<file path="src/common/fetch_pkg.sv">
`default_nettype none

package fetch_pkg;

    // ====================
    // datapath widths
    // ====================

    typedef logic [31:0] pc_t;     // byte address, also the program counter
    typedef logic [31:0] instr_t;  // one raw 32-bit instruction word

    // ====================
    // control fsm
    // ====================

    // idle waits for a load or a start, run is left only by reset
    typedef enum logic [1:0] {
        ST_IDLE = 2'd0,
        ST_LOAD = 2'd1,  // loader owns the sram port
        ST_RUN  = 2'd2   // fetching
    } ctrl_state_e;

    // ====================
    // constants
    // ====================

    localparam pc_t RESET_PC = 32'h0000_0000;  // first fetched address

    // major opcodes seen by the static predictor
    localparam logic [6:0] OPC_JAL    = 7'b1101111;
    localparam logic [6:0] OPC_BRANCH = 7'b1100011;  // beq/bne/blt/bge/bltu/bgeu

endpackage

`default_nettype wire

</file>
<file path="src/hw/fetch/fetch_stage.sv">
`timescale 1ns/10ps
`default_nettype none

module fetch_stage (
    input  logic           clk,
    input  logic           resetn,
    input  logic           fetch_en_i,     // advance one pc this cycle
    // redirection from the static predictor
    input  logic           taken_i,
    input  fetch_pkg::pc_t redirect_pc_i,
    // sram read address with the data back next cycle
    output fetch_pkg::pc_t rd_addr_o,
    // registered outputs towards decode
    output fetch_pkg::pc_t pc_o,
    output fetch_pkg::pc_t pc_plus4_o
);

    // ====================
    // next pc selection
    // ====================

    localparam fetch_pkg::pc_t PC_STEP = 32'd4;

    fetch_pkg::pc_t pc_q;      // sequential next pc which is pc_o + 4
    fetch_pkg::pc_t next_pc;   // pc delivered on the next enabled edge

    // predicted-taken instruction on the outputs wins over sequential flow
    assign next_pc = taken_i ? redirect_pc_i : pc_q;

    // re-read the held pc during a stall so instr stays aligned with pc_o
    assign rd_addr_o = fetch_en_i ? next_pc : pc_o;

    // ====================
    // pc and output regs
    // ====================

    always_ff @(posedge clk) begin
        if (!resetn) begin
            pc_q       <= fetch_pkg::RESET_PC;  // first fetch comes from here
            pc_o       <= '0;
            pc_plus4_o <= '0;
        end else if (fetch_en_i) begin
            pc_o       <= next_pc;              // sram data for it lands next cycle
            pc_plus4_o <= next_pc + PC_STEP;
            pc_q       <= next_pc + PC_STEP;
        end
    end

    // ====================
    // checks
    // ====================

    // redirect targets and the reset pc must keep word alignment
    a_rd_addr_aligned: assert property (
        @(posedge clk) disable iff (!resetn)
        fetch_en_i |-> (rd_addr_o[1:0] == 2'b00)
    ) else $error("fetch_stage: unaligned read address %h", rd_addr_o);

endmodule

`default_nettype wire

</file>
<file path="config.mk">
export PLATFORM = sky130hd
export DESIGN_NAME = fetch_stage
export DESIGN_NICKNAME = d
export VERILOG_FILES = /design/src/common/fetch_pkg.sv /design/src/hw/fetch/fetch_stage.sv
export SDC_FILE = /design/constraint.sdc
export NUM_CORES = 1
export LEC_CHECK = 0
export BUFFER_PORTS_ARGS = -buffer_cell sky130_fd_sc_hd__buf_2
export CORE_ASPECT_RATIO = 1.4
export CORE_MARGIN = 2
export CORE_UTILIZATION = 55
export DETAILED_ROUTE_END_ITERATION = 7
export GPL_TIMING_DRIVEN = 1
export PLACE_DENSITY = 0.86
export SKIP_CTS_REPAIR_TIMING = 1
export SYNTH_ARGS = -nofsm -noshare
export SYNTH_HDL_FRONTEND = slang
export SYNTH_SLANG_ARGS = --single-unit
</file>
<file path="constraint.sdc">
create_clock -name clk -period 6.7 [get_ports clk]
set_input_delay 2.01 -clock clk [delete_from_list [all_inputs] [get_ports clk]]
set_output_delay 2.01 -clock clk [all_outputs]
set_load 0.05 [all_outputs]
</file>
After elaboration in Yosys (flattened, before gate mapping)
Index checks and enable logic that the tools add are counted.
{"block": "classes", "add_sub_neg": 1, "mux": 2}
{"operator": "$mux 32", "n": 2}
{"operator": "$add 32x3->32 const B", "n": 1}
{"block": "totals", "register_bits": 64, "inputBits": 36, "output_inout_bits": 96, "wordCells": 5}

Depth between registers and ports, before layout
{"block": "logic_depth", "depth_word": 2, "ltp_mapped": 13, "mapped_depth_nobuf": 8}

Least setup slack after synthesis
No wires, ideal clock.
{"block": "synth_timing", "path_type": "in2out", "from": "input taken_i", "to": "output rd_addr_o[12]", "t_arrival_ps": 3979, "required_time_ps": 4690, "path_slack_ps": 711, "cell_stages": 8, "n_path_buf": 5, "cell_sequence": "buf_6 -> buf_4 -> buf_2 -> inv_1 -> clkbuf_1 -> clkbuf_1 -> nand2_1 -> a31oi_1"}
{"block": "synth_via", "elab_chain_len": 2}
{"element": "start, declared", "line_no": "fetch_stage.sv:9", "rtl": "input logic taken_i,"}
{"element": "$mux 32", "line_no": "fetch_stage.sv:28", "rtl": "assign next_pc = taken_i ? redirect_pc_i : pc_q;"}
{"element": "$mux 32"}
{"element": "end, declared", "line_no": "fetch_stage.sv:12", "rtl": "output fetch_pkg::pc_t rd_addr_o,"}
No other way between the ends.

Final worst setup path
{"block": "layout_timing", "from": "input taken_i", "to": "output rd_addr_o[10]"}
Same word-level chain as after synthesis.

==> results.md <==
* Mapped Cells at 494
* Vias in the first global route at 3820
* Placer congestion estimate at 0.896
* Initial antenna violation count at 0
* Final Util at 0.679
* Sequential Area at 1280 um2
* Status: finished clean
* Post-route minimum period at 5790 ps
* Overall routing resource usage at 0.284
* GRT overflow at 0
* Iteration-0 DRC Markers at 258
* CP Max Fanout at 77
* Ys async rst share at 0
* Netlist cell types at 58
* Startpoint types: input port
* Fmax at 173 MHz
* Final std cells w/o fill at 703
* PwrDens at 220 nW/um2
* Synth top area share at 0.330
* Setup violators final at 0
* Site row count at 36
* Tightest hold margin at 491 ps
* Max-slew violations at 0
* Total CTS buffers at 9
* Worst hold path class: reg -> reg
* CTS tree: built
* Critical path data required time at 4690 ps
* Flop pwr share at 0.413
* Synth area leader: dfxtp_1
* Yosys warns at 0
* Final nets at 642
* Multi-input logic area at 2420 um2
* # diodes at 0
* I/O Buffers at 131
* Final Hold Viols at 0
* MaxCap Viol Count at 0
* RSZ-0062 raised after global routing: false
* Post-DP HPWL at 7520 um
* Crit Path Class: in -> out
* Post-DR wirelength/cell at 15.5 um
* Hold Crit Start: pc_plus4_o[0]$_SDFFE_PN0P_
* Post-synth EDFFs at 0
* Setup TNS at 0 ps
* Via Count at 4158
* Vias/cell at 5.91
* Pleak at 2.14 nW
* Largest net degree at the start of global routing at 94
* Die area at 7760 um2
* Synth area leaders: dfxtp_1 (33%), mux2i_1 (6.4%), and2_1 (5.6%)
* Internal power at 0.000627 W
* Inst Count DP at 689
* DP Area at 4530 um2
* CTS max path bufs at 2
* Psw at 0.000404 W
* Core area at 6890 um2
* Layout cells sized above 1 at 0.260
* Reg2Reg Launch Point: pc_plus4_o[3]$_SDFFE_PN0P_
* Post-route antenna net violation count at 0
* Slew headroom at 0.332
* Area Growth Syn to Fin at 20.5%
* Die Ht at 103 um
* Worst setup path startpoint: taken_i
* Final wirelength at 10900 um
* DRC at 0
* Most used flip-flop cell after synthesis: dfxtp_1
* Comb pwr share at 0.315
* Clock root buffer: clkbuf_8
* First-pass GRT wire length at 17300 um
* Syn_area_per_cell at 7.86 um2
* Critical path arrival at 3780 ps
* Clock Pin Slew Worst Setup and Hold Paths at 60 ps
* Post-Syn Area at 3880 um2
* Sequential area share after synthesis at 0.330
* Peak VDD IR at 0.147 mV
* I/O pins at 132
* Clock power share at 0.272
* Filler Cell Count at 607
* # clock sinks at 64
* Clk Latency, worst-skew pair at 350 ps
* Switching fraction of total power at 0.392
* Final non-filler cell area at 4680 um2
* Slew @ Worst Pin at 1000 ps
* Pre-Repair DR Iteration Count at 5
* Clock Skew at 6.30 ps
* Synth Net Count at 531
* CTS HTree Levels at 3
* Starting Density at 0.564
* Yosys reg bits at 64
* Die width at 75.0 um
* Crit. End Element: output port
* Final period utilization at 0.864
## worst max-delay path: stages
cell     delay [ps]
buf_4           610
inv_1           550
nand2_1         220
a31oi_1         100
buf_2           270
## metal layers
metal	GRT usage	part of all wire	up-vias
met5	0	0	-
met4	0.155	0.022	0
met3	0.0504	0.062	22
met2	0.474	0.53	159
met1	0.340	0.39	1974
li1	-	-	2003
## through the flow
step / worst slack [ps] / power (W)
floorplan: 711 / 0.000679
global placement: 997 / 0.000751
detailed placement: 941 / 0.000757
CTS: 936 / 0.00104
global route: 756 / 0.00108
finish: 914 / 0.00103
## power groups by stage
stage               Combinational [W]  Sequential, W  Clock (W)
floorplan                    0.000166       0.000513          0
global placement             0.000318       0.000432          0
detailed placement           0.000323       0.000434          0
CTS                          0.000324       0.000426   0.000287
global route                 0.000345       0.000429   0.000302
finish                       0.000325       0.000426   0.000281
## registers in the layout, summed over array words and instances (netlist names)
register and cells:
pc_plus4_o 32, pc_o 32
## placed cells by master (no fill, tap or decap), drive strengths merged, types with 14 or more instances in the layout
cell type and instances:
mux2i 25, o21ai 36, nand2 42, and2 35
a21oi 34, nor2 49, buf 136, nand3 33
dfxtp 64, nand3b 14
## cell usage after synthesis (4+ instances only)
library cell and number:
mux2i_1 25, nand3_1 33, dfxtp_1 64, a22oi_1 13, nand2_1 42, and3_1 6, nor2_1 49, o21ai_0 35
nand2b_1 4, a21oi_1 34, a21boi_0 8, xnor2_1 7, xor2_1 9, o211ai_1 4, nand4_1 9, buf_2 5
a31oi_1 8, nor2b_1 8, clkbuf_1 23, nand3b_1 13, and2_1 35
## path summary, 6_finish.rpt
kind | to | slack [ps] | depth (start not counted)
hold reg to reg | pc_plus4_o[0]$_SDFFE_PN0P_ | 490 | 2
hold / removal | pc_plus4_o[0]$_SDFFE_PN0P_ | 490 | 2
setup reg to reg | pc_plus4_o[28]$_SDFFE_PN0P_ | 4180 | 8
setup / recovery | rd_addr_o[10] | 910 | 5
## layout make-up
cell class | count | share of cell area
Clock buffer | 13 | 0.0318
Clock inverter | 1 | 0.00107
Inverter | 3 | 0.00241
Multi-Input combinational cell | 391 | 0.517
Sequential cell | 64 | 0.274
Tap cell | 95 | 0.0254
Timing Repair Buffer | 136 | 0.149
## kinds of logic after synthesis
kind of cell / share of synthesized area
AOI/OAI and AO/OA: 0.203
xor gates and xnor gates: 0.0361
adders and majority gates: 0.00322
buffers and inverters: 0.0470
DFF: 0.330
muxes: 0.0731
and+or+nand+nor: 0.308
(Power assumes the default switching activity.)
