<file path="config.mk">
export PLATFORM = sky130hd
export DESIGN_NAME = branch_predictor
export DESIGN_NICKNAME = d
export VERILOG_FILES = /design/src/common/fetch_pkg.sv /design/src/hw/fetch/branch_predictor.sv
export SDC_FILE = /design/constraint.sdc
export NUM_CORES = 1
export LEC_CHECK = 0
export BUFFER_PORTS_ARGS = -buffer_cell sky130_fd_sc_hd__buf_2
export CAP_MARGIN = 0
export CORE_MARGIN = 4
export CORE_UTILIZATION = 50
export DETAILED_ROUTE_END_ITERATION = 12
export MAX_ROUTING_LAYER = met4
export PLACE_DENSITY = 0.81
export SLEW_MARGIN = 20
export SYNTH_ARGS = -nofsm -noshare
export SYNTH_HDL_FRONTEND = slang
export SYNTH_SLANG_ARGS = --single-unit
export TNS_END_PERCENT = 1
</file>
<file path="constraint.sdc">
create_clock -name vclk -period 3.4
set_clock_uncertainty 0.2 [all_clocks]
set_input_delay 0.68 -clock vclk [all_inputs]
set_output_delay 0.68 -clock vclk [all_outputs]
set_load 0.01 [all_outputs]
</file>
<file path="src/common/fetch_pkg.sv">
`default_nettype none

package fetch_pkg;

    // ====================
    // datapath widths
    // ====================

    typedef logic [31:0] pc_t;     // byte address, also the program counter
    typedef logic [31:0] instr_t;  // one raw 32-bit instruction word

    // ====================
    // control fsm
    // ====================

    // idle waits for a load or a start, run is left only by reset
    typedef enum logic [1:0] {
        ST_IDLE = 2'd0,
        ST_LOAD = 2'd1,  // loader owns the sram port
        ST_RUN  = 2'd2   // fetching
    } ctrl_state_e;

    // ====================
    // constants
    // ====================

    localparam pc_t RESET_PC = 32'h0000_0000;  // first fetched address

    // major opcodes seen by the static predictor
    localparam logic [6:0] OPC_JAL    = 7'b1101111;
    localparam logic [6:0] OPC_BRANCH = 7'b1100011;  // beq/bne/blt/bge/bltu/bgeu

endpackage

`default_nettype wire

</file>
<file path="src/hw/fetch/branch_predictor.sv">
`timescale 1ns/10ps
`default_nettype none

module branch_predictor (
    input  logic              valid_i,        // instr_i/pc_i hold a real fetch
    input  fetch_pkg::pc_t    pc_i,
    input  fetch_pkg::instr_t instr_i,
    output logic              taken_o,
    output fetch_pkg::pc_t    redirect_pc_o   // zero when not taken
);

    // ====================
    // decode
    // ====================

    logic [6:0]     opcode;
    logic           is_jal;
    logic           is_branch;
    fetch_pkg::pc_t imm_j;   // sign extended jal offset
    fetch_pkg::pc_t imm_b;   // sign extended branch offset

    assign opcode    = instr_i[6:0];
    assign is_jal    = valid_i && (opcode == fetch_pkg::OPC_JAL);
    assign is_branch = valid_i && (opcode == fetch_pkg::OPC_BRANCH);

    // j-type: imm[20|10:1|11|19:12]
    assign imm_j = {{11{instr_i[31]}},
                    instr_i[31],
                    instr_i[19:12],
                    instr_i[20],
                    instr_i[30:21],
                    1'b0};

    // b-type: imm[12|10:5] ... imm[4:1|11]
    assign imm_b = {{19{instr_i[31]}},
                    instr_i[31],
                    instr_i[7],
                    instr_i[30:25],
                    instr_i[11:8],
                    1'b0};

    // ====================
    // prediction
    // ====================

    // jal always taken, btfn for conditional branches
    always_comb begin
        taken_o       = 1'b0;
        redirect_pc_o = '0;
        if (is_jal) begin
            taken_o       = 1'b1;
            redirect_pc_o = pc_i + imm_j;
        end else if (is_branch && imm_b[31]) begin  // negative offset, backward
            taken_o       = 1'b1;
            redirect_pc_o = pc_i + imm_b;
        end
    end

endmodule

`default_nettype wire

</file>
# Word level (Yosys, flattened, before mapping)
# Index checks and enable logic that the tools add are counted.
totals:
  inputBits: 65
  regBits: 0
  out_inout_bits: 33
classes:
  reduce_logical: 3
  n_eq_ne: 2
  mux: 4
  n_addsub: 2
ops:
  columns: ["cell", "count"]
  rows:
  - ["adder 32 bit", 2]
  - ["two-way mux 32 bit", 2]
  - ["== test 7 bit (second input constant)", 2]
  - ["logical AND 1 bit", 3]
  - ["two-way mux 1 bit", 2]

# Longest topological paths before layout
# Gate-level depths: netlist of run 1.
depth:
  depth_word: 5
  depth_mapped: 11
  depth_no_buf: 11

# Worst setup path before layout of run 1
# Ideal clock, no wire load.
synth_path:
  kind: "input-to-output"
  from: "input port pc_i[1]"
  to: "output port redirect_pc_o[25]"
  t_arrival_ns: 2.765
  setup_slack_ns: -0.245
  n_path_buf: 0
  t_required_ns: 2.520
  cell_stages: 10
  cell_sequence: "ha_1 > fa_1 > a21o_1 > a31oi_2 > a21oi_2 > o2111ai_1 > a31oi_1 > o22a_1 > o21a_1 > a31oi_1"
synth_via:
  elab_chain_cells: 3
synth_lines:
  columns: ["item", "line_no", "text"]
  rows:
  - ["start, declared", "branch_predictor.sv:6", "input fetch_pkg::pc_t pc_i,"]
  - ["adder 32 bit", "branch_predictor.sv:55", "redirect_pc_o = pc_i + imm_b;"]
  - ["two-way mux 32 bit", "branch_predictor.sv:53", "end else if (is_branch && imm_b[31]) begin"]
  - ["two-way mux 32 bit (*)", "branch_predictor.sv:50", "if (is_jal) begin"]
  - ["end, declared", "branch_predictor.sv:9", "output fetch_pkg::pc_t redirect_pc_o"]
# Every way passes the cells marked *; elsewhere a longest branch is shown, timed or not.

# Worst setup path in the final report of run 1
layout_path:
  from: "input port pc_i[2]"
  to: "output port redirect_pc_o[25]"
# The elaborated chain is that of the path after synthesis.

==> impl_metrics.tcl, run 1 <==
set metrics [dict create \
    filler_cell_count 359 \
    floorplan.initialDensity_pct 52.5 \
    seq_cells 0 \
    finalCritPeriodShare_pct 116 \
    fp.dieW_um 87.8 \
    irDropWorstVdd_mv 0.115 \
    intPower_w 0.000445 \
    netlist_top_cells_count "a21oi_1, ha_1, nand2_1" \
    finalWorstPathRequiredPeriod_ns 3.94 \
    dp_hpwl_um 10200 \
    yosys_warnings 0 \
    wl_um 14100 \
    track_usage_pct 33.9 \
    critPathArrivalTime_ns 3.06 \
    maxClockFrequency_mhz 254 \
    syn_inst 456 \
    finalHoldViolCount 0 \
    syn_area_um2 3180 \
    worstSetupEndpointType "output port" \
    worst_hold_path.num_cells 3 \
    synth_top_cell_by_area "ha_1" \
    crit_path_frequent_cell "buf_4" \
    pwr-share-clk_pct 0 \
    worstPathMaxFanout 4 \
    average_wire_per_cell_in_the_routed_design_um 18.8 \
    min_path_type "input pin to output port" \
    holdBufCountCts 0 \
    total_leakage_power_nw 2.46 \
    worst_setup_path_start_kind "input pin" \
    drtIter0Drc 585 \
    final-seq-area_um2 0 \
    dr_total_vias 4971 \
    critical_path.max_stage_delay_ns 0.39 \
    netlist-cell-type-count 70 \
    boundaryPins 98 \
    first_pass_grt_wire_length_um 21100 \
    firstDrtPassIters 5 \
    buffer_ports.inserted 98 \
    setup_viol 22 \
    cpMaxStageDelayCell "fa_2" \
    synthesis.nets 566 \
    core_um2 6060 \
    hold_ws_ns 1.44 \
    setup_repair_after_global_routing_missed_its_margin "yes" \
    result_of_the_run "complete, but fails checks" \
    synth_area_per_cell_um2 6.98 \
    share_seq_of_total_power_pct 0 \
    failing_checks "negative setup slack" \
    p_sw_w 0.000475 \
    drc 0 \
    post-synth-top-count-cell "a21oi_1" \
    place.gp.congestion 0.934 \
    slew_headroom_pct 71.1 \
    synth.top_cell.area_share_pct 16.9 \
    first_global_vias 4764 \
    timing_worst_setup_path_type "input pin to output port" \
    power-per-cell-area_nw_per_um2 180 \
    switching_part_of_the_total_pct 51.7 \
    ant_nets 0 \
    pin_count_of_the_biggest_net_entering_global_routing 22 \
    layout.nets 790 \
    p_comb_share_pct 100.0 \
    die_h_um 87.8 \
    sequence_of_cells_on_the_critical_path "buf_4 > buf_4 > fa_2 > a21o_1 > a31oi_4 > a21oi_2 > o2111ai_2 > a31oi_2 > buf_4 > o21ai_0 > a31oi_2 > buf_2" \
    worstPathRequired_ns 2.52 \
    fp.dieArea_um2 7710 \
    layout.clock_buffers 0 \
    report.final.slew_viol_count 0 \
    insertedDiodeCount 0 \
    synth_sequential_area_ratio_pct 0 \
    std_cell_rows 28 \
    synth.top_cells.by_area "ha_1, a21oi_1, nand2_1" \
    area_delta_synth_final_pct 60.3 \
    vias_per_cell 6.60 \
    finalWorstSetupSlack_ns -0.544 \
    antenna_violations_before_repair 0 \
    grt-ovfl-total 0 \
    drive_above_1_share_pct 49.0 \
    maxCapViolations 0 \
    worst_pin_slew_ns 0.429 \
    final.setup.tns_ns -6.49 \
]
==> critical path: cells and delay by family <==
kind            cells  cell delay [ns]
compound gates      7             1.36
buf+inv             4             0.63
fa+ha+maj           1             0.39
==> power groups by stage <==
stage               sequential (W)  clock [W]  combinational, W
detailed placement               0          0          0.000799
finish                           0          0          0.000920
floorplan                        0          0          0.000452
global placement                 0          0          0.000771
global route                     0          0          0.000983
CTS                              0          0          0.000854
==> what timing repair did <==
item / 4_1_cts / 5_1_grt
setup buffers: 4 / 1
hold endpoints to repair: 0 / 0
pin swaps: 22 / 18
setup endpoints to repair: 22 / 27
resized for setup: 37 / 24
==> metal layers <==
layer	vias up	share of wire, %	GRT usage, %
li1	2203	-	-
met1	2272	38	40.4
met5	-	0	-
met2	387	47	58.8
met3	109	9.5	2.82
met4	0	5.9	13.1
==> placed cells by master, fill, tap and decap left out, types with 5 or more instances in the layout <==
| master | instances |
|---|---|
| o21ai_1 | 7 |
| ha_1 | 31 |
| ha_4 | 11 |
| o21ai_0 | 22 |
| a21oi_1 | 43 |
| a31oi_1 | 5 |
| xnor2_1 | 11 |
| nor2_2 | 7 |
| nand3_1 | 8 |
| a21o_1 | 18 |
| buf_2 | 94 |
| o211ai_1 | 5 |
| a221oi_1 | 5 |
| o21a_1 | 6 |
| inv_1 | 12 |
| nand4_1 | 12 |
| nand2_1 | 42 |
| a211oi_1 | 5 |
| a21oi_2 | 11 |
| nor2_1 | 36 |
| o21bai_1 | 10 |
| a22oi_1 | 6 |
| buf_4 | 149 |
| xor2_1 | 12 |
| o22ai_1 | 15 |
| o21ai_2 | 5 |
==> final timing paths <==
kind | from | end
max | pc_i[2] | redirect_pc_o[25]
min | pc_i[0] | redirect_pc_o[0]
==> cell families (layout without fill, tap and decap cells) <==
kind of cell	after synthesis	count (layout)	share of synthesized area, %
compound gates	211	211	47.7
xor+xnor	23	23	6.33
fa+ha+maj	45	45	18.2
buf+inv	37	259	6.13
mux	2	2	0.668
simple gates	138	138	21.0
==> area by class of cell <==
class	instances	area [um^2]	share of cell area [%]
repair buffers	245	1620	31.6
well taps	75	93.8	1.84
multi-input cells	419	3340	65.5
inverters	14	52.6	1.03
==> stage by stage <==
step | util (%) | setup slack (ns) | cell area, um^2 | cells | power [W]
6_report | 84.2 | -0.544 | 5100 | 753 | 0.000920
5_1_grt | 84.2 | -0.724 | 5100 | 753 | 0.000983
4_1_cts | 82.6 | -0.386 | 5010 | 752 | 0.000854
3_5_place_dp | 78.5 | -0.488 | 4760 | 748 | 0.000799
3_3_place_gp | 78.5 | -0.423 | 4760 | 748 | 0.000771
2_1_floorplan | - | -0.0957 | 3250 | 456 | 0.000452
Power figures use the tool's default switching activity.
==> run 2, diff against run 1 <==
--- a/config.mk
+++ b/config.mk
@@ -12,6 +12,7 @@
 export DETAILED_ROUTE_END_ITERATION = 12
 export MAX_ROUTING_LAYER = met4
 export PLACE_DENSITY = 0.81
+export RECOVER_POWER = 25
 export SLEW_MARGIN = 20
 export SYNTH_ARGS = -nofsm -noshare
 export SYNTH_HDL_FRONTEND = slang
==> run 2 against run 1 <==
Compared with the run above: the run still ends with negative setup slack left; clock-buffer cell count unchanged; die area unchanged; largest power group unchanged; sequential share of layout area unchanged; cell area decreased by 0.15%; power about the same; critical path depth increased by 1; via count decreased by 0.58%; global-route usage unchanged.
==> impl_metrics.tcl, run 2 (same netlist as run 1, synthesis figures left out) <==
set metrics [dict create \
    result_of_the_run "complete, but fails checks" \
    failing_checks "negative setup slack" \
    wl_um 14100 \
    core_um2 6060 \
    filler_cell_count 360 \
    critPathArrivalTime_ns 3.04 \
    worst_setup_path_start_kind "input pin" \
    area_delta_synth_final_pct 60.1 \
    setup_viol 22 \
    report.final.slew_viol_count 0 \
    drtIter0Drc 570 \
    vias_per_cell 6.56 \
    maxClockFrequency_mhz 255 \
    intPower_w 0.000445 \
    grt-ovfl-total 0 \
    setup_repair_after_global_routing_missed_its_margin "yes" \
    switching_part_of_the_total_pct 51.7 \
    std_cell_rows 28 \
    ant_nets 0 \
    worstPathRequired_ns 2.52 \
    sequence_of_cells_on_the_critical_path "buf_8 > ha_4 > inv_2 > fa_2 > nand2b_4 > a211oi_4 > o211ai_1 > buf_4 > a31oi_4 > nor2b_4 > o21ai_0 > a31oi_2 > buf_2" \
    pwr-share-clk_pct 0 \
    layout.nets 790 \
    dr_total_vias 4942 \
    fp.dieArea_um2 7710 \
    buffer_ports.inserted 98 \
    post-layout-total-power_w 0.000920 \
    firstDrtPassIters 6 \
    final-seq-area_um2 0 \
    floorplan.initialDensity_pct 52.5 \
    track_usage_pct 33.9 \
    place.detailed.instances 748 \
    boundaryPins 98 \
    insertedDiodeCount 0 \
    finalWorstPathRequiredPeriod_ns 3.92 \
    power-per-cell-area_nw_per_um2 180 \
    slew_headroom_pct 66.8 \
    die_h_um 87.8 \
    p_comb_share_pct 100.0 \
    final.setup.tns_ns -6.40 \
    p_sw_w 0.000475 \
    finalCritPeriodShare_pct 115 \
    average_wire_per_cell_in_the_routed_design_um 18.8 \
    critical_path.max_stage_delay_ns 0.35 \
    layout_commonest_cell "buf_4" \
    detailedPlace.worstSlack_ns -0.488 \
    drc 0 \
    first_pass_grt_wire_length_um 21100 \
    pin_count_of_the_biggest_net_entering_global_routing 22 \
    seq_cells 0 \
    min_path_type "input pin to output port" \
    layout.cells.most_common_list "buf_4, buf_2, a21oi_1, nand2_1, nor2_1" \
    drive_above_1_share_pct 48.8 \
    fp.dieW_um 87.8 \
    finalWorstSetupSlack_ns -0.525 \
    worstPathMaxFanout 4 \
    maxCapViolations 0 \
    final_core_area_utilization_pct 84.1 \
    worstSetupEndpointType "output port" \
    place.gp.congestion 0.934 \
    irDropWorstVdd_mv 0.115 \
    fin_cells 753 \
    holdBufCountCts 0 \
    share_seq_of_total_power_pct 0 \
    antenna_violations_before_repair 0 \
    total_leakage_power_nw 2.46 \
    layout.clock_buffers 0 \
    dp_hpwl_um 10200 \
    timing_worst_setup_path_type "input pin to output port" \
    worst_pin_slew_ns 0.497 \
    first_global_vias 4764 \
    finalHoldViolCount 0 \
    cpMaxStageDelayCell "fa_2" \
]
==> run 2: cell types whose count changed in the layout (fill, tap and decap cells not counted), sizes merged <==
cell,before,now
clkbuf,0,1
buf,245,244
==> run 2: path summary, 6_finish.rpt <==
path / start / end / slack, ns / depth (start not counted)
max: pc_i[1] / redirect_pc_o[25] / -0.52 / 13
min: pc_i[0] / redirect_pc_o[0] / 1.44 / 3
==> run 2: area by class of cell <==
type,instances,area [um^2],share of cell area (%)
inverters,14,52.6,1.03
multi-input cells,419,3340,65.5
well taps,75,93.8,1.84
repair buffers,245,1610,31.6
==> run 2: critical path: cells and delay by family <==
kind	cells	cell delay [ns]
AO/OA/AOI/OAI	5	1.02
buffers and inverters	4	0.48
adder cells (fa/ha/maj)	2	0.47
AND/OR/NAND/NOR	2	0.39
==> run 2: through the flow <==
| stage | hold WS, ns | cell area (um^2) |
|---|---|---|
| global placement | 1.45 | 4760 |
| CTS | 1.45 | 5010 |
| finish | 1.44 | 5100 |
| floorplan | 1.30 | 3250 |
| global route | 1.49 | 5100 |
| detailed placement | 1.45 | 4760 |
==> run 2: power groups by stage <==
| stage | logic, W | registers [W] | clock network (W) |
|---|---|---|---|
| 2_1_floorplan | 0.000452 | 0 | 0 |
| 3_3_place_gp | 0.000771 | 0 | 0 |
| 3_5_place_dp | 0.000799 | 0 | 0 |
| 4_1_cts | 0.000854 | 0 | 0 |
| 5_1_grt | 0.000983 | 0 | 0 |
| 6_report | 0.000920 | 0 | 0 |
==> run 2: per-layer routing <==
metal | track usage [%] | routed length [um] | up-vias
met5 | - | 0 | -
met4 | 13.1 | 801 | 0
met3 | 2.82 | 1310 | 105
met2 | 58.8 | 6680 | 366
met1 | 40.4 | 5350 | 2269
li1 | - | - | 2202
==> run 2: timing repair <==
action	CTS	global route
endpoints found under the setup margin	22	27
resized for setup	37	24
setup buffers	4	1
pin swaps	22	18
cloned	0	0
hold endpoints to repair	0	0
