--- src/common/fetch_pkg.sv ---
`default_nettype none

package fetch_pkg;

    // ====================
    // datapath widths
    // ====================

    typedef logic [31:0] pc_t;     // byte address, also the program counter
    typedef logic [31:0] instr_t;  // one raw 32-bit instruction word

    // ====================
    // control fsm
    // ====================

    // idle waits for a load or a start, run is left only by reset
    typedef enum logic [1:0] {
        ST_IDLE = 2'd0,
        ST_LOAD = 2'd1,  // loader owns the sram port
        ST_RUN  = 2'd2   // fetching
    } ctrl_state_e;

    // ====================
    // constants
    // ====================

    localparam pc_t RESET_PC = 32'h0000_0000;  // first fetched address

    // major opcodes seen by the static predictor
    localparam logic [6:0] OPC_JAL    = 7'b1101111;
    localparam logic [6:0] OPC_BRANCH = 7'b1100011;  // beq/bne/blt/bge/bltu/bgeu

endpackage

`default_nettype wire

--- src/hw/fetch_ctrl.sv ---
`timescale 1ns/10ps
`default_nettype none

module fetch_ctrl (
    input  logic clk,
    input  logic resetn,
    input  logic start_i,     // pulse seen only in idle
    input  logic stall_i,     // back-pressure level
    input  logic load_we_i,   // loader write strobe
    output logic fetch_en_o,
    output logic valid_o,
    output logic load_sel_o   // hands the sram port to the loader
);

    fetch_pkg::ctrl_state_e state_q;
    fetch_pkg::ctrl_state_e state_d;
    logic                   valid_q;

    // ====================
    // state machine
    // ====================

    always_comb begin
        state_d = state_q;
        case (state_q)
            fetch_pkg::ST_IDLE: begin
                if (load_we_i) begin               // loading has priority over start
                    state_d = fetch_pkg::ST_LOAD;
                end else if (start_i) begin
                    state_d = fetch_pkg::ST_RUN;
                end
            end
            fetch_pkg::ST_LOAD: begin
                if (!load_we_i) begin
                    state_d = fetch_pkg::ST_IDLE;  // burst finished
                end
            end
            fetch_pkg::ST_RUN: state_d = fetch_pkg::ST_RUN;  // left only by reset
            default: state_d = fetch_pkg::ST_IDLE;
        endcase
    end

    always_ff @(posedge clk) begin
        if (!resetn) begin
            state_q <= fetch_pkg::ST_IDLE;
            valid_q <= 1'b0;
        end else begin
            state_q <= state_d;
            if (fetch_en_o) begin
                valid_q <= 1'b1;  // first enabled cycle put RESET_PC on the sram
            end
        end
    end

    // ====================
    // outputs
    // ====================

    assign fetch_en_o = (state_q == fetch_pkg::ST_RUN) && !stall_i;
    assign valid_o    = valid_q;
    // first write of a burst arrives while still idle
    assign load_sel_o = (state_q == fetch_pkg::ST_LOAD)
                     || ((state_q == fetch_pkg::ST_IDLE) && load_we_i);

    a_valid_only_in_run: assert property (
        @(posedge clk) disable iff (!resetn)
        valid_o |-> (state_q == fetch_pkg::ST_RUN)
    ) else $error("fetch_ctrl: valid_o high in state %s", state_q.name());

endmodule

`default_nettype wire

--- config.mk ---
export PLATFORM = sky130hd
export DESIGN_NAME = fetch_ctrl
export DESIGN_NICKNAME = d
export VERILOG_FILES = /design/src/common/fetch_pkg.sv /design/src/hw/fetch_ctrl.sv
export SDC_FILE = /design/constraint.sdc
export NUM_CORES = 1
export LEC_CHECK = 0
export ABC_AREA = 1
export BUFFER_PORTS_ARGS = -buffer_cell sky130_fd_sc_hd__buf_4
export CAP_MARGIN = 20
export CORE_AREA = 2 2 39 41
export DETAILED_ROUTE_END_ITERATION = 10
export DIE_AREA = 0 0 41 43
export SYNTH_ARGS = -nofsm -noshare
export SYNTH_HDL_FRONTEND = slang
export SYNTH_SLANG_ARGS = --single-unit
export TNS_END_PERCENT = 5
--- constraint.sdc ---
create_clock -name clk -period 0.9 [get_ports clk]
set_input_delay 0.18 -clock clk [delete_from_list [all_inputs] [get_ports clk]]
set_output_delay 0.18 -clock clk [all_outputs]
set_load 0.05 [all_outputs]
## Yosys cells after proc, flatten, opt, wreduce, memory -nomap -nowiden

Cells that the tools add are included.

- Output and inout bits: 3
- Logic and storage cells: 16
- Register bits after elaboration: 3

- Eq/ne operators: 4
- Multiplexer cells: 4
- Reductions and logical operators: 6

Operators by type and width:

| kind | count |
|---|---|
| $mux 2 | 3 |
| $pmux 2 s3 | 1 |
| $ne 3x3->1 const B | 1 |
| $eq 2x1->1 const B | 1 |
| $eq 2x2->1 const B | 1 |
| $logic_and 1x1->1 | 2 |
| $logic_not 2->1 | 1 |
| $ne 2x2->1 const B | 1 |
| $reduce_and 2->1 | 1 |
| $logic_not 1->1 | 1 |
| $logic_or 1x1->1 | 1 |

## Depth between registers and ports, before layout

Gate-level depths: netlist (run 1).

- Word-level depth: 3
- Gate-level depth with buffers: 4
- Depth with buffers taken out: 4

## Least setup slack after synthesis (run 1)

OpenSTA, ideal clock, no wires.

- Kind: flip-flop to flip-flop
- Start: register state_q[0]
- End: register state_q[1]
- Period minus slack after synthesis: 1.109 ns
- Path slack: -0.209 ns
- Stages on the path, launching flop included: 4
- Data arrival time: 0.965 ns
- Setup time: 0.144 ns
- Cells stage by stage: dfxtp_1 -> inv_2 -> a21oi_2 -> nor2_1

- Word-level cells in the longest chain between the ends: 3

Ends and longest elaborated chain:

| element | line | RTL |
|---|---|---|
| from (decl) | fetch_ctrl.sv:15 | `fetch_pkg::ctrl_state_e state_q;` |
| from (signal assigned) | fetch_ctrl.sv:45 | `state_q <= fetch_pkg::ST_IDLE;` |
| from (signal assigned) | fetch_ctrl.sv:48 | `state_q <= state_d;` |
| $eq 2x1->1 or $logic_not 2->1 (tied branches) | fetch_ctrl.sv:25 | `case (state_q)` |
| $ne 2x2->1 (no source line) or $ne 3x3->1 (tied branches) | - |  |
| $reduce_and 2->1 (no source line) | - |  |

Several ways; a longest one is shown, not always the timed one.
A chain may end at the register's enable or synchronous reset.

## Worst setup path after layout (run 1)

- Start: register state_q[0]
- End: output port load_sel_o

- Word-level cells in the longest chain between the ends: 3

Ends and longest elaborated chain:

| element | line | RTL |
|---|---|---|
| $logic_not 2->1 | fetch_ctrl.sv:63 | `\|\| ((state_q == fetch_pkg::ST_IDLE) && load_we_i);` |
| $logic_and 1x1->1 | fetch_ctrl.sv:63 |  |
| $logic_or 1x1->1 * | fetch_ctrl.sv:63 |  |
| to (decl) | fetch_ctrl.sv:12 | `output logic load_sel_o` |

Mark *: on every way between the ends. The rest lies on a longest branch, timed or not.

==> flow_summary.yaml, run 1 <==
sta:
  setup_viol: 3
  skew_ns: 0.00168
  finalMaxSlewViolations: 0
  worst_pin_slew_ns: 0.155
  rsz0062_at_grt: "yes"
  slew_headroom: 0.896
  worst_slack_ns: -0.201
  finalHoldViolations: 0
  fin_tns_setup_ns: -0.484
  whs_ns: 0.205
  fin_crit_sh: 1.22
  post-route-min-period_ns: 1.10
  max_freq_mhz: 908
worst_setup_path:
  cp-end-kind: "primary output"
  crit_type: "flip-flop to primary output"
  cp.required_ns: 0.72
  cp_max_fo: 2
  critPathBufInv: 2
  slowest_stage: "dfxtp_2"
  crit_family: "flip-flops"
  r2r_slack_ns: -0.09
  critical_path_arrival_ns: 0.92
  start_kind: "flip-flop"
  slowest_delay_ns: 0.34
  cp_cell_sequence: "inv_4 > a21oi_4 > buf_6"
power_and_ir_drop:
  combPwrFrac: 0.197
  ir_drop_v: 0.000344
  finalPower_uw: 469
  p_seq_frac: 0.314
  p_per_area_nw_per_um2: 1570
  internal-power_uw: 349
  swShare: 0.256
  clockPowerShare: 0.490
  p_leak_uw: 0.000129
  switchingPower_uw: 120
floorplan:
  die_h_um: 43
  rows: 14
  die_width_um: 41
  start_util: 0.0922
  core_area_um2: 1380
  die_area_um2: 1760
  ios: 8
synth:
  muxShareOfSynthArea: 0
  synth_xor_area_frac: 0
  synth_area_per_cell_um2: 7.98
  synthTopCellsByArea: "dfxtp_1 47%, inv_1 15%, a21oi_2 14%"
  syn_nets: 21
  synth_area_um2: 128
  synth_top_area_share: 0.471
  synth-compound-area-share: 0.176
  yosys.cell_types.count: 8
  yosys.area_share.simple: 0.176
  synth_top_family_by_area: "compound AO/OA/AOI/OAI gates"
  yosysTopAreaCell: "dfxtp_1"
  yosysWarnings: 0
  yosys_register_bits: 3
  ys_seq_area_frac: 0.471
  synth_fa_ha_area_frac: 0
  syn_inst: 16
detailed_routing:
  wire_per_inst_um: 6.49
  drt_iter0_markers: 0
  drt_pass1_iterations: 1
  drt_wl_total_um: 305
  drc_errors: 0
  vias: 144
  ant_nets: 0
  via_per_inst: 3.06
place:
  io_buffers: 7
  place_inst: 41
  gp_congestion: 0.494
  dp.final_hpwl_um: 229
  placed_area_um2: 226
layout:
  final_cells: 47
  fill_cells: 155
  n_antenna_cell: 0
  fin_nets: 37
  design_area_um2: 299
  syn2layout_area_growth_pct: 134
  final_layout_size_suffix_gt1_frac: 0.710
min_path:
  hold_path.class: "input port to flip-flop"
global_routing:
  antenna_found_initial: 0
  grt_usage: 0.0591
  grt_pass1_wl_um: 621
  grt_max_degree: 4
  grt_pass1_vias: 159
  gr-total-overflow: 0
clocking:
  cts-htree-levels: 1
  cts_buffer_depth: 2
  clock_latency_ns: 0.23
  root_buffer: "clkbuf_4"
  ctsHoldBuffers: 0
  cts_tree: "yes"
  numClockSinks: 3
  cts_buffers: 3
  cts.clk_slew.worst_paths_ns: 0.04
outcome:
  status: "finished, violations left"
  violations: "setup timing"
job:
  drv_cap: 0
[stage by stage]
step	setup WS, ns	utilization
final	-0.201	0.216
after global routing	-0.269	0.216
after CTS	-0.215	0.207
after detailed placement	-0.0560	0.164
after global placement	-0.0531	0.164
after floorplan	-0.0143	-
[Yosys cell counts]
library cell  number
inv_1              5
dfxtp_1            3
a21oi_2            2
nor2_1             2
inv_2              1
nand3_2            1
nor3_1             1
o21ai_1            1
[repair_timing]
action,4_1_cts,5_1_grt
resized for setup,8,2
setup endpoints to repair,3,4
setup buffers,1,1
pin swaps,1,0
[worst reg2reg max path: cells and delay by family, from the launching register on]
family | cells | cell delay (ns)
buffers and inverters | 4 | 0.44
AOI/OAI and AO/OA | 1 | 0.09
and+or+nand+nor | 1 | 0.07
DFF | 1 | 0.32
[power by group through the flow]
stage          sequential [uW]  combinational, uW  clock [uW]
3_5_place_dp               148               79.5           0
2_1_floorplan              152               43.5           0
4_1_cts                    148               90.2         242
6_report                   147               92.2         229
5_1_grt                    148               99.2         269
3_3_place_gp               147               78.7           0
[sequential cells by signal, summed over array words and instances, names as in the netlist]
register  count
valid_o       1
state_q       2
[per-layer routing]
metal | vias to the layer above | share of wire | track usage | routed length, um
met5 | - | 0 | 0 | 0
met4 | 0 | 0 | 0.0600 | 0
met3 | 0 | 0.12 | 0.0471 | 36
met2 | 5 | 0.46 | 0.0719 | 139
met1 | 62 | 0.43 | 0.0575 | 130
li1 | 77 | - | - | -
[final timing paths]
check | startpoint | endpoint | cells after the start
max reg2reg | state_q[0] | valid_o | 6
min reg2reg | valid_o | valid_o | 2
max | state_q[0] | load_sel_o | 3
min | start_i | state_q[1] | 3
[kinds of logic (layout without fill, tap and decap cells)]
kind of cell | after synthesis | in the layout
flops | 3 | 3
buf+inv | 6 | 21
compound gates | 3 | 3
simple gates | 4 | 4
[layout by cell type, fill, tap and decap left out]
cell type   n
a21oi_4     1
a21oi_2     1
buf_4       8
dfxtp_2     2
inv_4       1
clkbuf_1    1
clkbuf_4    3
dfxtp_4     1
o21ai_1     1
nor2_1      2
nor3_1      1
buf_8       1
inv_1       4
clkinvlp_4  1
nand3_4     1
buf_6       2
[area by class of cell]
type | count | area (um2) | share of cell area
multi-input cells | 7 | 60.1 | 0.201
flip-flops and latches | 3 | 66.3 | 0.222
well taps | 16 | 20.0 | 0.0669
clock buffers | 4 | 26.3 | 0.0879
inverters | 6 | 28.8 | 0.0962
repair buffers | 11 | 97.6 | 0.326
(Power assumes the default switching activity.)
==> run 2, diff against run 1 <==
--- a/config.mk
+++ b/config.mk
@@ -11,6 +11,7 @@
 export CORE_AREA = 2 2 39 41
 export DETAILED_ROUTE_END_ITERATION = 10
 export DIE_AREA = 0 0 41 43
+export RECOVER_POWER = 100
 export SYNTH_ARGS = -nofsm -noshare
 export SYNTH_HDL_FRONTEND = slang
 export SYNTH_SLANG_ARGS = --single-unit
==> run 2 against run 1 <==
  * The run still ends with setup timing left
  * Register-to-register slack about the same
  * Clock skew unchanged
  * Combinational power down 0.7%
  * Total power down 0.13%
  * Sequential cell count unchanged
  * Clock power about the same
  * Sequential share of layout area unchanged
  * Die area unchanged
  * Utilization unchanged
  * Hold slack better by 0.010 ns
==> flow_summary.yaml, run 2 (synthesized netlist as in run 1, its figures left out) <==
outcome:
  status: "finished, violations left"
  violations: "setup timing"
detailed_routing:
  drt_pass1_iterations: 1
  vias: 144
  ant_nets: 0
  drt_wl_total_um: 306
  drc_errors: 0
  drt_iter0_markers: 0
  wire_per_inst_um: 6.51
  via_per_inst: 3.06
layout:
  fill_cells: 155
  regMostFlops: "state_q"
  syn2layout_area_growth_pct: 134
  n_antenna_cell: 0
  final_common_cell: "buf_4"
  final_layout_size_suffix_gt1_frac: 0.710
  layout_common_cells: "8 x buf_4, 4 x inv_1, 3 x clkbuf_4"
  fin_nets: 37
  largest_reg_flops: 2
  finish.utilization: 0.216
sta:
  skew_ns: 0.00168
  finalMaxSlewViolations: 0
  fin_tns_setup_ns: -0.484
  worst_pin_slew_ns: 0.155
  setup_viol: 3
  rsz0062_at_grt: "yes"
  max_freq_mhz: 908
  worst_slack_ns: -0.201
  slew_headroom: 0.896
  fin_crit_sh: 1.22
  post-route-min-period_ns: 1.10
  finalHoldViolations: 0
place:
  io_buffers: 7
  gp_congestion: 0.494
  dp.final_hpwl_um: 229
worst_setup_path:
  r2r-end: "valid_o"
  reg2regPathDepth: 6
  cp_max_fo: 2
  r2r_slack_ns: -0.09
  cp_cell_sequence: "inv_4 > a21oi_4 > buf_6"
  slowest_delay_ns: 0.34
  slowest_stage: "dfxtp_2"
  critical_path_arrival_ns: 0.92
  worstReg2RegStart: "state_q[0]"
  crit_type: "flip-flop to primary output"
  start_kind: "flip-flop"
  cp-end-kind: "primary output"
  cp.required_ns: 0.72
clocking:
  cts_tree: "yes"
  numClockSinks: 3
  cts.clk_slew.worst_paths_ns: 0.04
  ctsHoldBuffers: 0
  clock_latency_ns: 0.23
  cts_buffers: 3
  cts_buffer_depth: 2
  root_buffer: "clkbuf_4"
  cts-htree-levels: 1
floorplan:
  die_h_um: 43
  die_area_um2: 1760
  die_width_um: 41
  rows: 14
  start_util: 0.0922
  ios: 8
  core_area_um2: 1380
min_path:
  min_from: "resetn"
  hold_path.class: "input port to flip-flop"
  whs_endpoint: "valid_o"
  holdPathStages: 3
global_routing:
  grt_usage: 0.0591
  antenna_found_initial: 0
  grt_pass1_vias: 159
  grt_pass1_wl_um: 621
  gr-total-overflow: 0
  grt_max_degree: 4
power_and_ir_drop:
  ir_drop_v: 0.000344
  p_leak_uw: 0.000129
  p_per_area_nw_per_um2: 1560
  finalPower_uw: 468
job:
  drv_cap: 0
==> run 2: critical path: cells and delay by family, from the launching register on <==
family	cells	cell delay (ns)
buffers and inverters	2	0.22
AO/OA/AOI/OAI	1	0.13
flip-flops	1	0.34
==> run 2: timing repair <==
| item | in CTS | in global routing |
|---|---|---|
| buffers inserted | 1 | 1 |
| setup endpoints to repair | 3 | 4 |
| resized for setup | 8 | 2 |
| pin swaps | 1 | 0 |
| endpoints found under the hold margin | 0 | 0 |
==> run 2: worst max path at each step <==
stage / startpoint / slack [ns] / end
2_1_floorplan: state_q[1] / -0.01 / fetch_en_o
4_1_cts: state_q[0] / -0.21 / fetch_en_o
6_report: state_q[0] / -0.20 / load_sel_o
3_3_place_gp: state_q[1] / -0.05 / fetch_en_o
3_5_place_dp: state_q[1] / -0.06 / fetch_en_o
5_1_grt: state_q[0] / -0.27 / fetch_en_o
==> run 2: final cells by class <==
class | instances | area (um2) | area share
inverter | 6 | 28.8 | 0.0962
clock buffer | 4 | 26.3 | 0.0879
sequential | 3 | 66.3 | 0.222
timing repair buffer | 11 | 97.6 | 0.326
tap | 16 | 20.0 | 0.0669
multi-input combinational | 7 | 60.1 | 0.201
==> run 2: metal layers <==
metal | up-vias | track usage | wire (um)
li1 | 77 | - | -
met4 | 0 | 0.0600 | 0
met3 | 0 | 0.0471 | 36
met1 | 62 | 0.0575 | 130
met5 | - | 0 | 0
met2 | 5 | 0.0719 | 139
==> run 2: report_power, final <==
group | total [uW] | switching, uW | internal, uW
Sequential | 147 | 7.21 | 140
Combinational | 91.6 | 48.8 | 42.7
Clock | 229 | 63.7 | 166
Total | 468 | 120 | 348
==> run 2: through the flow <==
step                      cell area, um2  std cells  hold slack, ns  setup WS (ns)
final                                299         47           0.216         -0.201
after global routing                 299         47           0.227         -0.269
after CTS                            287         46           0.201         -0.215
after detailed placement             226         41           0.442        -0.0560
after global placement               226         41           0.442        -0.0531
after floorplan                      139         16           0.330        -0.0143
==> run 3, diff against run 2 <==
==> constraint.sdc (replaced) <==
create_clock -name clk -period 1.01 [get_ports clk]
set_input_delay 0.202 -clock clk [delete_from_list [all_inputs] [get_ports clk]]
set_output_delay 0.202 -clock clk [all_outputs]
set_load 0.05 [all_outputs]
==> run 3 against run 2 <==
  * Non-clock buffer count shrank 3
  * Die area unchanged
  * First-iteration DRC count did not move
  * Critical path depth unchanged
  * Sequential cell count unchanged
  * The run still ends with setup timing left
  * Hold slack better by 0.0013 ns
  * Combinational power decreased by 22%
  * Final cell count shrank 6.4%
==> flow_summary.yaml, run 3 (synthesized netlist as in run 1, its figures left out) <==
layout:
  syn2layout_area_growth_pct: 102
  final_layout_size_suffix_gt1_frac: 0.643
  final_common_cell: "buf_4"
  layout_common_cells: "6 x buf_4, 4 x inv_1, 3 x clkbuf_4"
  fin_nets: 34
  final_cells: 44
  regMostFlops: "state_q"
  multi_input_area_um2: 52.6
  largest_reg_flops: 2
  fill_cells: 156
  regArea_um2: 65.1
  n_antenna_cell: 0
place:
  dp.final_hpwl_um: 212
  io_buffers: 7
  place_inst: 39
  gp_congestion: 0.477
detailed_routing:
  drt_pass1_iterations: 1
  drc_errors: 0
  vias: 129
  ant_nets: 0
  drt_wl_total_um: 286
  wire_per_inst_um: 6.50
  via_per_inst: 2.93
  drt_iter0_markers: 0
clocking:
  root_buffer: "clkbuf_4"
  numClockSinks: 3
  cts_tree: "yes"
  cts-htree-levels: 1
  clock_latency_ns: 0.23
  cts_buffer_depth: 2
  cts.clk_slew.worst_paths_ns: 0.04
  ctsHoldBuffers: 0
  cts_buffers: 3
outcome:
  violations: "setup timing"
  status: "finished, violations left"
floorplan:
  core_area_um2: 1380
  start_util: 0.0922
  rows: 14
  die_area_um2: 1760
  ios: 8
  die_width_um: 41
  die_h_um: 43
sta:
  fin_crit_sh: 1.09
  slew_headroom: 0.909
  rsz0062_at_grt: "yes"
  skew_ns: 0.00195
  fin_tns_setup_ns: -0.184
  finalHoldViolations: 0
  setup_viol: 2
  whs_ns: 0.217
  finalMaxSlewViolations: 0
  post-route-min-period_ns: 1.10
  worst_pin_slew_ns: 0.135
  max_freq_mhz: 907
  worst_slack_ns: -0.0926
job:
  drv_cap: 0
worst_setup_path:
  critical_path_arrival_ns: 0.90
  cp-startpoint: "state_q[0]"
  cp_max_fo: 2
  cp.required_ns: 0.81
  crit_type: "flip-flop to primary output"
  r2r_slack_ns: 0.24
  start_kind: "flip-flop"
  cp-end-kind: "primary output"
  worstReg2RegStart: "state_q[0]"
power_and_ir_drop:
  internal-power_uw: 304
  combPwrFrac: 0.176
  p_leak_uw: 0.000121
  swShare: 0.253
  finalPower_uw: 406
  ir_drop_v: 0.000294
  p_seq_frac: 0.318
  p_per_area_nw_per_um2: 1580
  clockPowerShare: 0.506
  switchingPower_uw: 103
global_routing:
  grt_max_degree: 5
  antenna_found_initial: 0
  grt_pass1_wl_um: 414
  gr-total-overflow: 0
  grt_pass1_vias: 131
  grt_usage: 0.0431
min_path:
  min_from: "start_i"
  hold_path.class: "input port to flip-flop"
run 3: metrics by stage:
stage | util | instance area [um2] | setup WS (ns)
final | 0.186 | 258 | -0.0926
after global routing | 0.186 | 258 | -0.142
after CTS | 0.181 | 250 | -0.119
after detailed placement | 0.150 | 208 | 0.0367
after global placement | 0.150 | 208 | 0.0403
after floorplan | - | 135 | -0.0105
run 3: routing by layer:
metal / track usage / vias to the layer above / wire [um]
met2: 0.0500 / 5 / 132
met1: 0.0288 / 54 / 117
met4: 0.0600 / 0 / 0
li1: - / 70 / -
met5: 0 / - / 0
met3: 0.0471 / 0 / 37
run 3: final cells by class:
type | count | share of cell area
tap | 16 | 0.0777
sequential | 3 | 0.252
timing repair buffer | 8 | 0.277
clock buffer | 4 | 0.102
inverter | 6 | 0.0874
multi-input combinational | 7 | 0.204
run 3: power by group through the flow:
stage	combinational [uW]	sequential [uW]	clock, uW
after global placement	65.1	132	0
after global routing	75.7	130	238
after CTS	70.6	129	218
after detailed placement	65.5	132	0
final	71.6	129	206
after floorplan	38.1	136	0
run 3: worst max-delay path, stage by stage, from the launching register on:
cell     delay [ns]
dfxtp_2        0.32
inv_2          0.05
a21oi_4        0.13
buf_6          0.17
run 3: what timing repair did:
item                                    in CTS  in global routing
resized for setup                            7                  0
setup buffers                                0                  1
endpoints found under the setup margin       2                  2
run 3: worst paths after layout:
kind	to	cells past startpoint
max	load_sel_o	3
min	state_q[1]	3
max reg2reg	valid_o	4
min reg2reg	state_q[0]	1
